--- config.mk ---
export PLATFORM = sky130hd
export DESIGN_NAME = rv_core_top
export DESIGN_NICKNAME = d
export VERILOG_FILES = /design/src/hw/rv_core_pkg.sv /design/src/hw/rv_core_top.sv /design/src/hw/rv_exec_unit.sv /design/src/hw/rv_fetch_unit.sv /design/src/hw/rv_prefetch_fifo.sv /design/src/hw/rv_reg_file.sv
export SDC_FILE = /design/constraint.sdc
export NUM_CORES = 2
export LEC_CHECK = 0
export BUFFER_PORTS_ARGS = -buffer_cell sky130_fd_sc_hd__buf_2
export CAP_MARGIN = 20
export CELL_PAD_IN_SITES_DETAIL_PLACEMENT = 2
export CELL_PAD_IN_SITES_GLOBAL_PLACEMENT = 2
export CORE_UTILIZATION = 44
export CTS_CLUSTER_SIZE = 8
export DETAILED_ROUTE_END_ITERATION = 8
export MAX_ROUTING_LAYER = met4
export PLACE_DENSITY_LB_ADDON = 0.1
export SLEW_MARGIN = 20
export SYNTH_ARGS = -nofsm -noshare
export SYNTH_HDL_FRONTEND = slang
export SYNTH_HIERARCHICAL = 1
export SYNTH_SLANG_ARGS = --single-unit
--- constraint.sdc ---
create_clock -name clk -period 6.84 [get_ports clk]
set_input_delay 0.684 -clock clk [delete_from_list [all_inputs] [get_ports clk]]
set_output_delay 0.684 -clock clk [all_outputs]
set_load 0.01 [all_outputs]
--- src/hw/rv_core_pkg.sv ---
////////////////////
// Instruction-side core package
// Widths, encodings and bus records shared by fetch, buffer and execute
////////////////////

package rv_core_pkg;

  ////////////////////
  // Sizes
  ////////////////////

  localparam int unsigned XLEN        = 32;
  localparam int unsigned REG_ADDR_W  = 5;
  localparam int unsigned NUM_REGS    = 32;
  localparam int unsigned FIFO_DEPTH  = 4;
  localparam int unsigned FIFO_PTR_W  = 2;
  localparam int unsigned INSTR_BYTES = 4;

  ////////////////////
  // Encodings
  ////////////////////

  // Major opcodes of the supported subset
  typedef enum logic [6:0] {
    OPC_OP_IMM = 7'h13,
    OPC_OP     = 7'h33,
    OPC_LUI    = 7'h37
  } opcode_e;

  typedef enum logic [2:0] {
    ALU_ADD,
    ALU_SUB,
    ALU_AND,
    ALU_OR,
    ALU_XOR,
    ALU_SLT,
    ALU_PASS_B
  } alu_op_e;

  typedef enum logic [1:0] {
    FETCH_IDLE,
    FETCH_REQ,
    FETCH_WAIT
  } fetch_state_e;

  ////////////////////
  // Records
  ////////////////////

  // Instruction bus, core to memory
  typedef struct packed {
    logic            req;
    logic [XLEN-1:0] addr;
  } instr_req_t;

  // Instruction bus, memory to core
  typedef struct packed {
    logic            gnt;
    logic            rvalid;
    logic [XLEN-1:0] rdata;
    logic            err;
  } instr_rsp_t;

  typedef struct packed {
    logic [XLEN-1:0] pc;
    logic [XLEN-1:0] instr;
    logic            err;
  } fetch_entry_t;

  // Reduced formal-interface retire record
  typedef struct packed {
    logic                  valid;
    logic                  trap;
    logic [XLEN-1:0]       pc;
    logic [XLEN-1:0]       insn;
    logic [REG_ADDR_W-1:0] rd_addr;
    logic [XLEN-1:0]       rd_wdata;
  } retire_t;

endpackage

--- src/hw/rv_core_top.sv ---
////////////////////
// Instruction-side core top
// Fetch unit, prefetch FIFO and execute unit in a chain
////////////////////

`timescale 1ns/100ps

module rv_core_top (
  input  logic                    clk,
  input  logic                    rst_ni,
  input  logic [31:0]             boot_addr_i,
  input  logic                    fetch_enable_i,
  output rv_core_pkg::instr_req_t instr_req_o,
  input  rv_core_pkg::instr_rsp_t instr_rsp_i,
  output rv_core_pkg::retire_t    retire_o
);

  import rv_core_pkg::*;

  // Fetch to buffer
  logic         push;
  fetch_entry_t push_entry;
  logic         fifo_full;

  // Buffer to execute
  logic         fifo_valid;
  fetch_entry_t pop_entry;
  logic         pop;

  rv_fetch_unit i_fetch_unit (
    .clk            (clk),
    .rst_ni         (rst_ni),
    .boot_addr_i    (boot_addr_i),
    .fetch_enable_i (fetch_enable_i),
    .instr_req_o    (instr_req_o),
    .instr_rsp_i    (instr_rsp_i),
    .push_o         (push),
    .push_entry_o   (push_entry),
    .fifo_full_i    (fifo_full),
    .fifo_pop_i     (pop)
  );

  rv_prefetch_fifo i_prefetch_fifo (
    .clk          (clk),
    .rst_ni       (rst_ni),
    .push_i       (push),
    .push_entry_i (push_entry),
    .full_o       (fifo_full),
    .pop_i        (pop),
    .valid_o      (fifo_valid),
    .pop_entry_o  (pop_entry)
  );

  rv_exec_unit i_exec_unit (
    .clk           (clk),
    .rst_ni        (rst_ni),
    .entry_valid_i (fifo_valid),
    .entry_i       (pop_entry),
    .pop_o         (pop),
    .retire_o      (retire_o)
  );

endmodule

--- src/hw/rv_exec_unit.sv ---
////////////////////
// Execute unit
// Decode, ALU and retire record for the reduced RV32I integer subset
////////////////////

`timescale 1ns/100ps

module rv_exec_unit (
  input  logic                      clk,
  input  logic                      rst_ni,
  input  logic                      entry_valid_i,
  input  rv_core_pkg::fetch_entry_t entry_i,
  output logic                      pop_o,
  output rv_core_pkg::retire_t      retire_o
);

  import rv_core_pkg::*;

  opcode_e               opcode;
  logic [2:0]            funct3;
  logic [6:0]            funct7;
  logic [REG_ADDR_W-1:0] rs1_addr;
  logic [REG_ADDR_W-1:0] rs2_addr;
  logic [REG_ADDR_W-1:0] rd_addr;
  logic [XLEN-1:0]       imm_i;
  logic [XLEN-1:0]       imm_u;
  logic [XLEN-1:0]       rs1_data;
  logic [XLEN-1:0]       rs2_data;
  logic [XLEN-1:0]       operand_b;
  logic [XLEN-1:0]       alu_result;
  alu_op_e               alu_op;
  logic                  use_imm_i;
  logic                  use_imm_u;
  logic                  illegal;
  logic                  trap;
  logic                  rd_we;
  retire_t               retire_d;
  retire_t               retire_q;

  // Never stalls
  assign pop_o = entry_valid_i;

  ////////////////////
  // Decode
  ////////////////////

  assign opcode   = opcode_e'(entry_i.instr[6:0]);
  assign rd_addr  = entry_i.instr[11:7];
  assign funct3   = entry_i.instr[14:12];
  assign rs1_addr = entry_i.instr[19:15];
  assign rs2_addr = entry_i.instr[24:20];
  assign funct7   = entry_i.instr[31:25];

  assign imm_i = {{(XLEN - 12){entry_i.instr[31]}}, entry_i.instr[31:20]};
  assign imm_u = {entry_i.instr[31:12], 12'b0};

  always_comb begin
    alu_op    = ALU_ADD;
    use_imm_i = 1'b0;
    use_imm_u = 1'b0;
    illegal   = 1'b0;
    case (opcode)
      OPC_OP_IMM: begin
        use_imm_i = 1'b1;
        case (funct3)
          3'b000:  alu_op = ALU_ADD;
          3'b010:  alu_op = ALU_SLT;
          3'b100:  alu_op = ALU_XOR;
          3'b110:  alu_op = ALU_OR;
          3'b111:  alu_op = ALU_AND;
          default: illegal = 1'b1;
        endcase
      end
      OPC_OP: begin
        if (funct7 == 7'b0100000 && funct3 == 3'b000) begin
          alu_op = ALU_SUB;
        end else if (funct7 == 7'b0000000) begin
          case (funct3)
            3'b000:  alu_op = ALU_ADD;
            3'b010:  alu_op = ALU_SLT;
            3'b100:  alu_op = ALU_XOR;
            3'b110:  alu_op = ALU_OR;
            3'b111:  alu_op = ALU_AND;
            default: illegal = 1'b1;
          endcase
        end else begin
          illegal = 1'b1;
        end
      end
      OPC_LUI: begin
        use_imm_u = 1'b1;
        alu_op    = ALU_PASS_B;
      end
      default: illegal = 1'b1;
    endcase
  end

  ////////////////////
  // ALU
  ////////////////////

  assign operand_b = use_imm_u ? imm_u : (use_imm_i ? imm_i : rs2_data);

  always_comb begin
    case (alu_op)
      ALU_ADD:    alu_result = rs1_data + operand_b;
      ALU_SUB:    alu_result = rs1_data - operand_b;
      ALU_AND:    alu_result = rs1_data & operand_b;
      ALU_OR:     alu_result = rs1_data | operand_b;
      ALU_XOR:    alu_result = rs1_data ^ operand_b;
      ALU_SLT:    alu_result = {{(XLEN - 1){1'b0}}, $signed(rs1_data) < $signed(operand_b)};
      ALU_PASS_B: alu_result = operand_b;
      default:    alu_result = '0;
    endcase
  end

  // Traps and writes to x0 leave the register file untouched
  assign trap  = illegal | entry_i.err;
  assign rd_we = ~trap & (rd_addr != '0);

  rv_reg_file i_reg_file (
    .clk       (clk),
    .rst_ni    (rst_ni),
    .raddr_a_i (rs1_addr),
    .raddr_b_i (rs2_addr),
    .rdata_a_o (rs1_data),
    .rdata_b_o (rs2_data),
    .we_i      (entry_valid_i & rd_we),
    .waddr_i   (rd_addr),
    .wdata_i   (alu_result)
  );

  ////////////////////
  // Retire
  ////////////////////

  always_comb begin
    retire_d.valid    = 1'b1;
    retire_d.trap     = trap;
    retire_d.pc       = entry_i.pc;
    retire_d.insn     = entry_i.instr;
    retire_d.rd_addr  = rd_we ? rd_addr : '0;
    retire_d.rd_wdata = rd_we ? alu_result : '0;
  end

  // One valid cycle per popped entry
  always_ff @(posedge clk or negedge rst_ni) begin
    if (!rst_ni) begin
      retire_q <= '0;
    end else if (entry_valid_i) begin
      retire_q <= retire_d;
    end else begin
      retire_q.valid <= 1'b0;
    end
  end

  assign retire_o = retire_q;

endmodule

--- src/hw/rv_fetch_unit.sv ---
////////////////////
// Instruction fetch unit
// Sequential word fetch over the req/gnt/rvalid bus, one request at a time
////////////////////

`timescale 1ns/100ps

module rv_fetch_unit (
  input  logic                      clk,
  input  logic                      rst_ni,
  input  logic [31:0]               boot_addr_i,
  input  logic                      fetch_enable_i,
  output rv_core_pkg::instr_req_t   instr_req_o,
  input  rv_core_pkg::instr_rsp_t   instr_rsp_i,
  output logic                      push_o,
  output rv_core_pkg::fetch_entry_t push_entry_o,
  input  logic                      fifo_full_i,
  input  logic                      fifo_pop_i
);

  import rv_core_pkg::*;

  fetch_state_e        state_q, state_d;
  logic [XLEN-1:0]     pc_q;
  logic [XLEN-1:0]     fetch_pc;
  logic [XLEN-1:0]     rsp_pc_q;
  logic                booted_q;
  logic [FIFO_PTR_W:0] count_q, count_d;
  logic                slot_free;
  logic                grant;

  // Boot address is used until the first grant
  assign fetch_pc = booted_q ? pc_q : boot_addr_i;

  assign grant  = (state_q == FETCH_REQ) & instr_rsp_i.gnt;
  assign push_o = (state_q == FETCH_WAIT) & instr_rsp_i.rvalid;

  // Buffer occupancy as seen after this edge
  assign count_d = count_q + (FIFO_PTR_W + 1)'(push_o) - (FIFO_PTR_W + 1)'(fifo_pop_i);

  // Room for one more word once the current one has landed
  assign slot_free = (count_d < (FIFO_PTR_W + 1)'(FIFO_DEPTH)) &
                     ~(fifo_full_i & ~fifo_pop_i);

  ////////////////////
  // FSM
  ////////////////////

  always_comb begin
    state_d = state_q;
    case (state_q)
      FETCH_IDLE: begin
        if (fetch_enable_i && slot_free) begin
          state_d = FETCH_REQ;
        end
      end
      // Address phase holds until granted, even with fetch disabled
      FETCH_REQ: begin
        if (instr_rsp_i.gnt) begin
          state_d = FETCH_WAIT;
        end
      end
      FETCH_WAIT: begin
        if (instr_rsp_i.rvalid) begin
          state_d = (fetch_enable_i && slot_free) ? FETCH_REQ : FETCH_IDLE;
        end
      end
      default: state_d = FETCH_IDLE;
    endcase
  end

  always_ff @(posedge clk or negedge rst_ni) begin
    if (!rst_ni) begin
      state_q  <= FETCH_IDLE;
      booted_q <= 1'b0;
      pc_q     <= '0;
      count_q  <= '0;
    end else begin
      state_q <= state_d;
      count_q <= count_d;
      if (grant) begin
        pc_q     <= fetch_pc + XLEN'(INSTR_BYTES);
        booted_q <= 1'b1;
      end
    end
  end

  // PC of the word in flight
  always_ff @(posedge clk) begin
    if (grant) begin
      rsp_pc_q <= fetch_pc;
    end
  end

  assign instr_req_o.req  = (state_q == FETCH_REQ);
  assign instr_req_o.addr = fetch_pc;

  assign push_entry_o.pc    = rsp_pc_q;
  assign push_entry_o.instr = instr_rsp_i.rdata;
  assign push_entry_o.err   = instr_rsp_i.err;

endmodule

--- src/hw/rv_prefetch_fifo.sv ---
////////////////////
// Prefetch FIFO
// Holds fetched words in order between fetch and execute
////////////////////

`timescale 1ns/100ps

module rv_prefetch_fifo (
  input  logic                      clk,
  input  logic                      rst_ni,
  input  logic                      push_i,
  input  rv_core_pkg::fetch_entry_t push_entry_i,
  output logic                      full_o,
  input  logic                      pop_i,
  output logic                      valid_o,
  output rv_core_pkg::fetch_entry_t pop_entry_o
);

  import rv_core_pkg::*;

  fetch_entry_t          mem_q [FIFO_DEPTH];
  logic [FIFO_PTR_W-1:0] wptr_q, rptr_q;
  logic [FIFO_PTR_W:0]   count_q;
  logic                  push_ok;
  logic                  pop_ok;

  assign full_o  = (count_q == (FIFO_PTR_W + 1)'(FIFO_DEPTH));
  assign valid_o = (count_q != '0);

  assign push_ok = push_i & ~full_o;
  assign pop_ok  = pop_i & valid_o;

  // Head entry is presented directly
  assign pop_entry_o = mem_q[rptr_q];

  ////////////////////
  // Pointers
  ////////////////////

  // Depth is a power of two so pointers wrap on their own
  always_ff @(posedge clk or negedge rst_ni) begin
    if (!rst_ni) begin
      wptr_q  <= '0;
      rptr_q  <= '0;
      count_q <= '0;
    end else begin
      if (push_ok) begin
        wptr_q <= wptr_q + 1'b1;
      end
      if (pop_ok) begin
        rptr_q <= rptr_q + 1'b1;
      end
      count_q <= count_q + (FIFO_PTR_W + 1)'(push_ok) - (FIFO_PTR_W + 1)'(pop_ok);
    end
  end

  // Storage
  always_ff @(posedge clk) begin
    if (push_ok) begin
      mem_q[wptr_q] <= push_entry_i;
    end
  end

endmodule

--- src/hw/rv_reg_file.sv ---
////////////////////
// Integer register file
// 32 x 32 flops, two async read ports, one write port, x0 fixed at zero
////////////////////

`timescale 1ns/100ps

module rv_reg_file (
  input  logic                               clk,
  input  logic                               rst_ni,
  input  logic [rv_core_pkg::REG_ADDR_W-1:0] raddr_a_i,
  input  logic [rv_core_pkg::REG_ADDR_W-1:0] raddr_b_i,
  output logic [rv_core_pkg::XLEN-1:0]       rdata_a_o,
  output logic [rv_core_pkg::XLEN-1:0]       rdata_b_o,
  input  logic                               we_i,
  input  logic [rv_core_pkg::REG_ADDR_W-1:0] waddr_i,
  input  logic [rv_core_pkg::XLEN-1:0]       wdata_i
);

  import rv_core_pkg::*;

  logic [XLEN-1:0] regs_q [NUM_REGS];

  // Entry zero is cleared at reset and never written
  always_ff @(posedge clk or negedge rst_ni) begin
    if (!rst_ni) begin
      for (int i = 0; i < NUM_REGS; i++) begin
        regs_q[i] <= '0;
      end
    end else if (we_i && (waddr_i != '0)) begin
      regs_q[waddr_i] <= wdata_i;
    end
  end

  // Combinational reads
  assign rdata_a_o = regs_q[raddr_a_i];
  assign rdata_b_o = regs_q[raddr_b_i];

endmodule

==> flow_summary.ini <==
[run_status]
status = completed

[run]
drv_cap = 0

[worst_setup_path]
critPathKind = flip-flop to flip-flop
arrival_ns = 7.63
rr_startpoint = i_prefetch_fifo/rptr_q[0]
end_kind = flip-flop
cp_num_buf_inv = 11
timing.rr.end = i_exec_unit/i_reg_file/regs_q[765]
worstPathRequired_ns = 7.66
startpoint = i_prefetch_fifo/rptr_q[0]
crit_fanout = 48
crit_path_start_kind = flip-flop
cp_common_cell = buf_4
slowest_delay_ns = 0.71
r2r_slack_ns = 0.02
critPathTopFamily = buffers and inverters
cp.depth = 27
cpMaxStageDelayCell = mux4_2
crit_path_end = i_exec_unit/i_reg_file/regs_q[765]
rr_worst_depth = 27

[detailed_routing]
wl_per_cell_um = 35.82
routed_via_density = 6.453
drc = 0
dr.pass1.iters = 5
drt-initial-drc-count = 4389
vias = 59400
wirelength_um = 329700
antenna_left = 0

[yosys]
ys_warn_count = 6
synth_edf_count = 292
synth_cell_types = 107
syn_area_per_cell_um2 = 12.21
synth-main-ff-cell = dfrtp_1
async_flop_share = 0.8005
synth-seq-cells = 1464
synth_nets = 6728
seq_area_frac_synth = 0.4772
syn-cell-area_um2 = 79840
syn_inst = 6539

[clocking]
path_clk_slew_ns = 0.07
clkSinkCount = 1464
cts_root_buf = clkbuf_16
cts_buffers = 202
clkLatencyLatePin_ns = 0.88
cts_tree = built
cts.path.max_buffers = 3
htree_num_levels = 4

[timing]
min_period_ns = 6.816
max_slew_margin = 0.2943
fin_skew_ns = 0.07406
tightest_slew_ns = 1.059
period_share = 0.9966
setup-violations-final = 0
drv_slew = 0
max_clock_freq_mhz = 146.7
hold_viol_final = 0

[placement]
dp_hpwl_um = 205600
gp_congestion = 0.9655
port_buffers = 205

[floorplan]
start_util = 0.4451
fp.dieW_um = 428.0
ios = 206
core_area_um2 = 179400
die-area_um2 = 183200
die_y_um = 428.0
std_cell_rows = 155

[global_routing]
grt_max_degree = 142
grt_usage = 0.3643
grt_pass1_wl_um = 475300
grt_pass1_vias = 65000
antenna_found_initial = 13
gr-total-overflow = 0

[final_layout]
most-common-layout-cells = 1169 x dfrtp_1, 1049 x mux2i_1, 1043 x mux2_2
final_layout_size_suffix_gt1_frac = 0.3040
multi_input_area_um2 = 38290
fill_cells = 17170
area_growth_pct = 14.24
seq_area_um2 = 38100
finalCoreUtilization = 0.5084
layout_commonest_cell = dfrtp_1
nets = 6958

[worst_hold_path]
worstHoldPathType = input pin to flip-flop
==> cell families (layout without fill, tap and decap cells) <==
kind of cell,Yosys count,count (layout),share of synthesized area
other,0,9,0
muxes,2196,2196,0.3025
AOI/OAI and AO/OA,1018,1018,0.08836
and+or+nand+nor,967,967,0.06151
xor gates and xnor gates,39,39,0.004278
DFF,1464,1464,0.4772
buffers and inverters,736,1038,0.04720
adders and majority gates,119,119,0.01903
==> worst min-delay path by stage <==
stage               slack, ns                            endpoint                                from  cells past startpoint
floorplan                0.39    i_exec_unit/i_reg_file/regs_q[0]                              rst_ni                      0
global route             0.02        i_prefetch_fifo/mem_q[1][13]                     instr_rsp_i[13]                      1
global placement         0.38  i_exec_unit/i_reg_file/regs_q[993]  i_exec_unit/i_reg_file/regs_q[993]                      0
finish                   0.06        i_prefetch_fifo/mem_q[1][13]                     instr_rsp_i[13]                      1
detailed placement       0.39  i_exec_unit/i_reg_file/regs_q[992]  i_exec_unit/i_reg_file/regs_q[992]                      0
CTS                    0.0002        i_prefetch_fifo/mem_q[2][27]                     instr_rsp_i[27]                      1
==> flip-flops by register name, indices dropped and copies added, names as in the netlist <==
name	flops
i_fetch_unit/rsp_pc_q	32
i_exec_unit/i_reg_file/regs_q	1024
i_prefetch_fifo/wptr_q	2
i_fetch_unit/pc_q	32
i_prefetch_fifo/rptr_q	2
i_fetch_unit/count_q	3
i_fetch_unit/state_q	2
i_fetch_unit/booted_q	1
i_prefetch_fifo/mem_q	260
i_exec_unit/retire_o	103
i_prefetch_fifo/count_q	3
==> worst reg2reg max path, cell delays in order, from the launching register on <==
cell and delay, ns:
dfrtp_4 0.53, clkbuf_4 0.24, buf_4 0.23, mux4_2 0.71, nor2b_4 0.26, buf_4 0.16
buf_12 0.31, a22o_1 0.27, nor3_1 0.06, a31oi_1 0.21, nand3_1 0.29, inv_1 0.15
ha_1 0.28, buf_4 0.19, inv_1 0.22, nand4_1 0.16, a31oi_1 0.21, o22ai_1 0.11
buf_4 0.15, o31ai_2 0.38, buf_4 0.23, nand2_1 0.09, o311ai_0 0.41, buf_4 0.21
mux2i_1 0.09, o21ai_2 0.18, buf_12 0.20, mux2_2 0.24
==> cells in the mapped netlist, types with 104 or more instances <==
cell / number / area, µm²
ha_1: 115 / 1439
edfxtp_1: 292 / 8768
mux2_2: 1043 / 11750
nand2_1: 336 / 1261
clkbuf_1: 288 / 1081
a22o_1: 164 / 1436
buf_4: 104 / 780.8
a22oi_1: 203 / 1524
buf_2: 125 / 625.6
a21oi_1: 286 / 1431
mux2i_1: 1049 / 10500
dfrtp_1: 1172 / 29330
nand3_1: 229 / 1146
inv_1: 129 / 484.2
==> per-stage QoR <==
step | setup slack, ns | TNS, ns | hold slack (ns) | cells | instance area [µm²]
2_1_floorplan | 0.6936 | 0 | 0.3884 | 6539 | 79840
3_3_place_gp | 0.05526 | 0 | 0.3836 | 8890 | 85100
3_5_place_dp | -0.09476 | -2.553 | 0.3907 | 8890 | 85100
4_1_cts | 0.03921 | 0 | 0.0002328 | 9188 | 91000
5_1_grt | -0.03553 | -0.6367 | 0.01873 | 9204 | 91200
6_report | 0.02353 | 0 | 0.05778 | 9205 | 91210
==> cell type report <==
class	count	area share
timing repair buffer	630	0.06202
tap	2355	0.03231
sequential	1464	0.4178
clock inverter	16	0.004212
antenna	9	0.0002469
multi-input combinational	4339	0.4199
inverter	132	0.005433
clock buffer	260	0.05815
==> what timing repair did <==
item | in CTS | in global routing
endpoints found under the hold margin | 182 | 0
endpoints found under the setup margin | 53 | 218
setup buffers | 3 | 7
pin swaps | 1 | 0
gates resized for setup | 1 | 21
hold buffers | 19 | 0
==> layer usage <==
| layer | wire length, µm | GRT usage | vias to the layer above |
|---|---|---|---|
| li1 | - | - | 24650 |
| met1 | 138800 | 0.4574 | 32070 |
| met2 | 156700 | 0.5809 | 1904 |
| met3 | 16940 | 0.05480 | 773 |
| met4 | 17210 | 0.1670 | 0 |
| met5 | 0 | - | - |
Power is left out: the tool's default activity adds up to more than one toggle a clock period on the data nets, which glitch-free logic cannot reach.
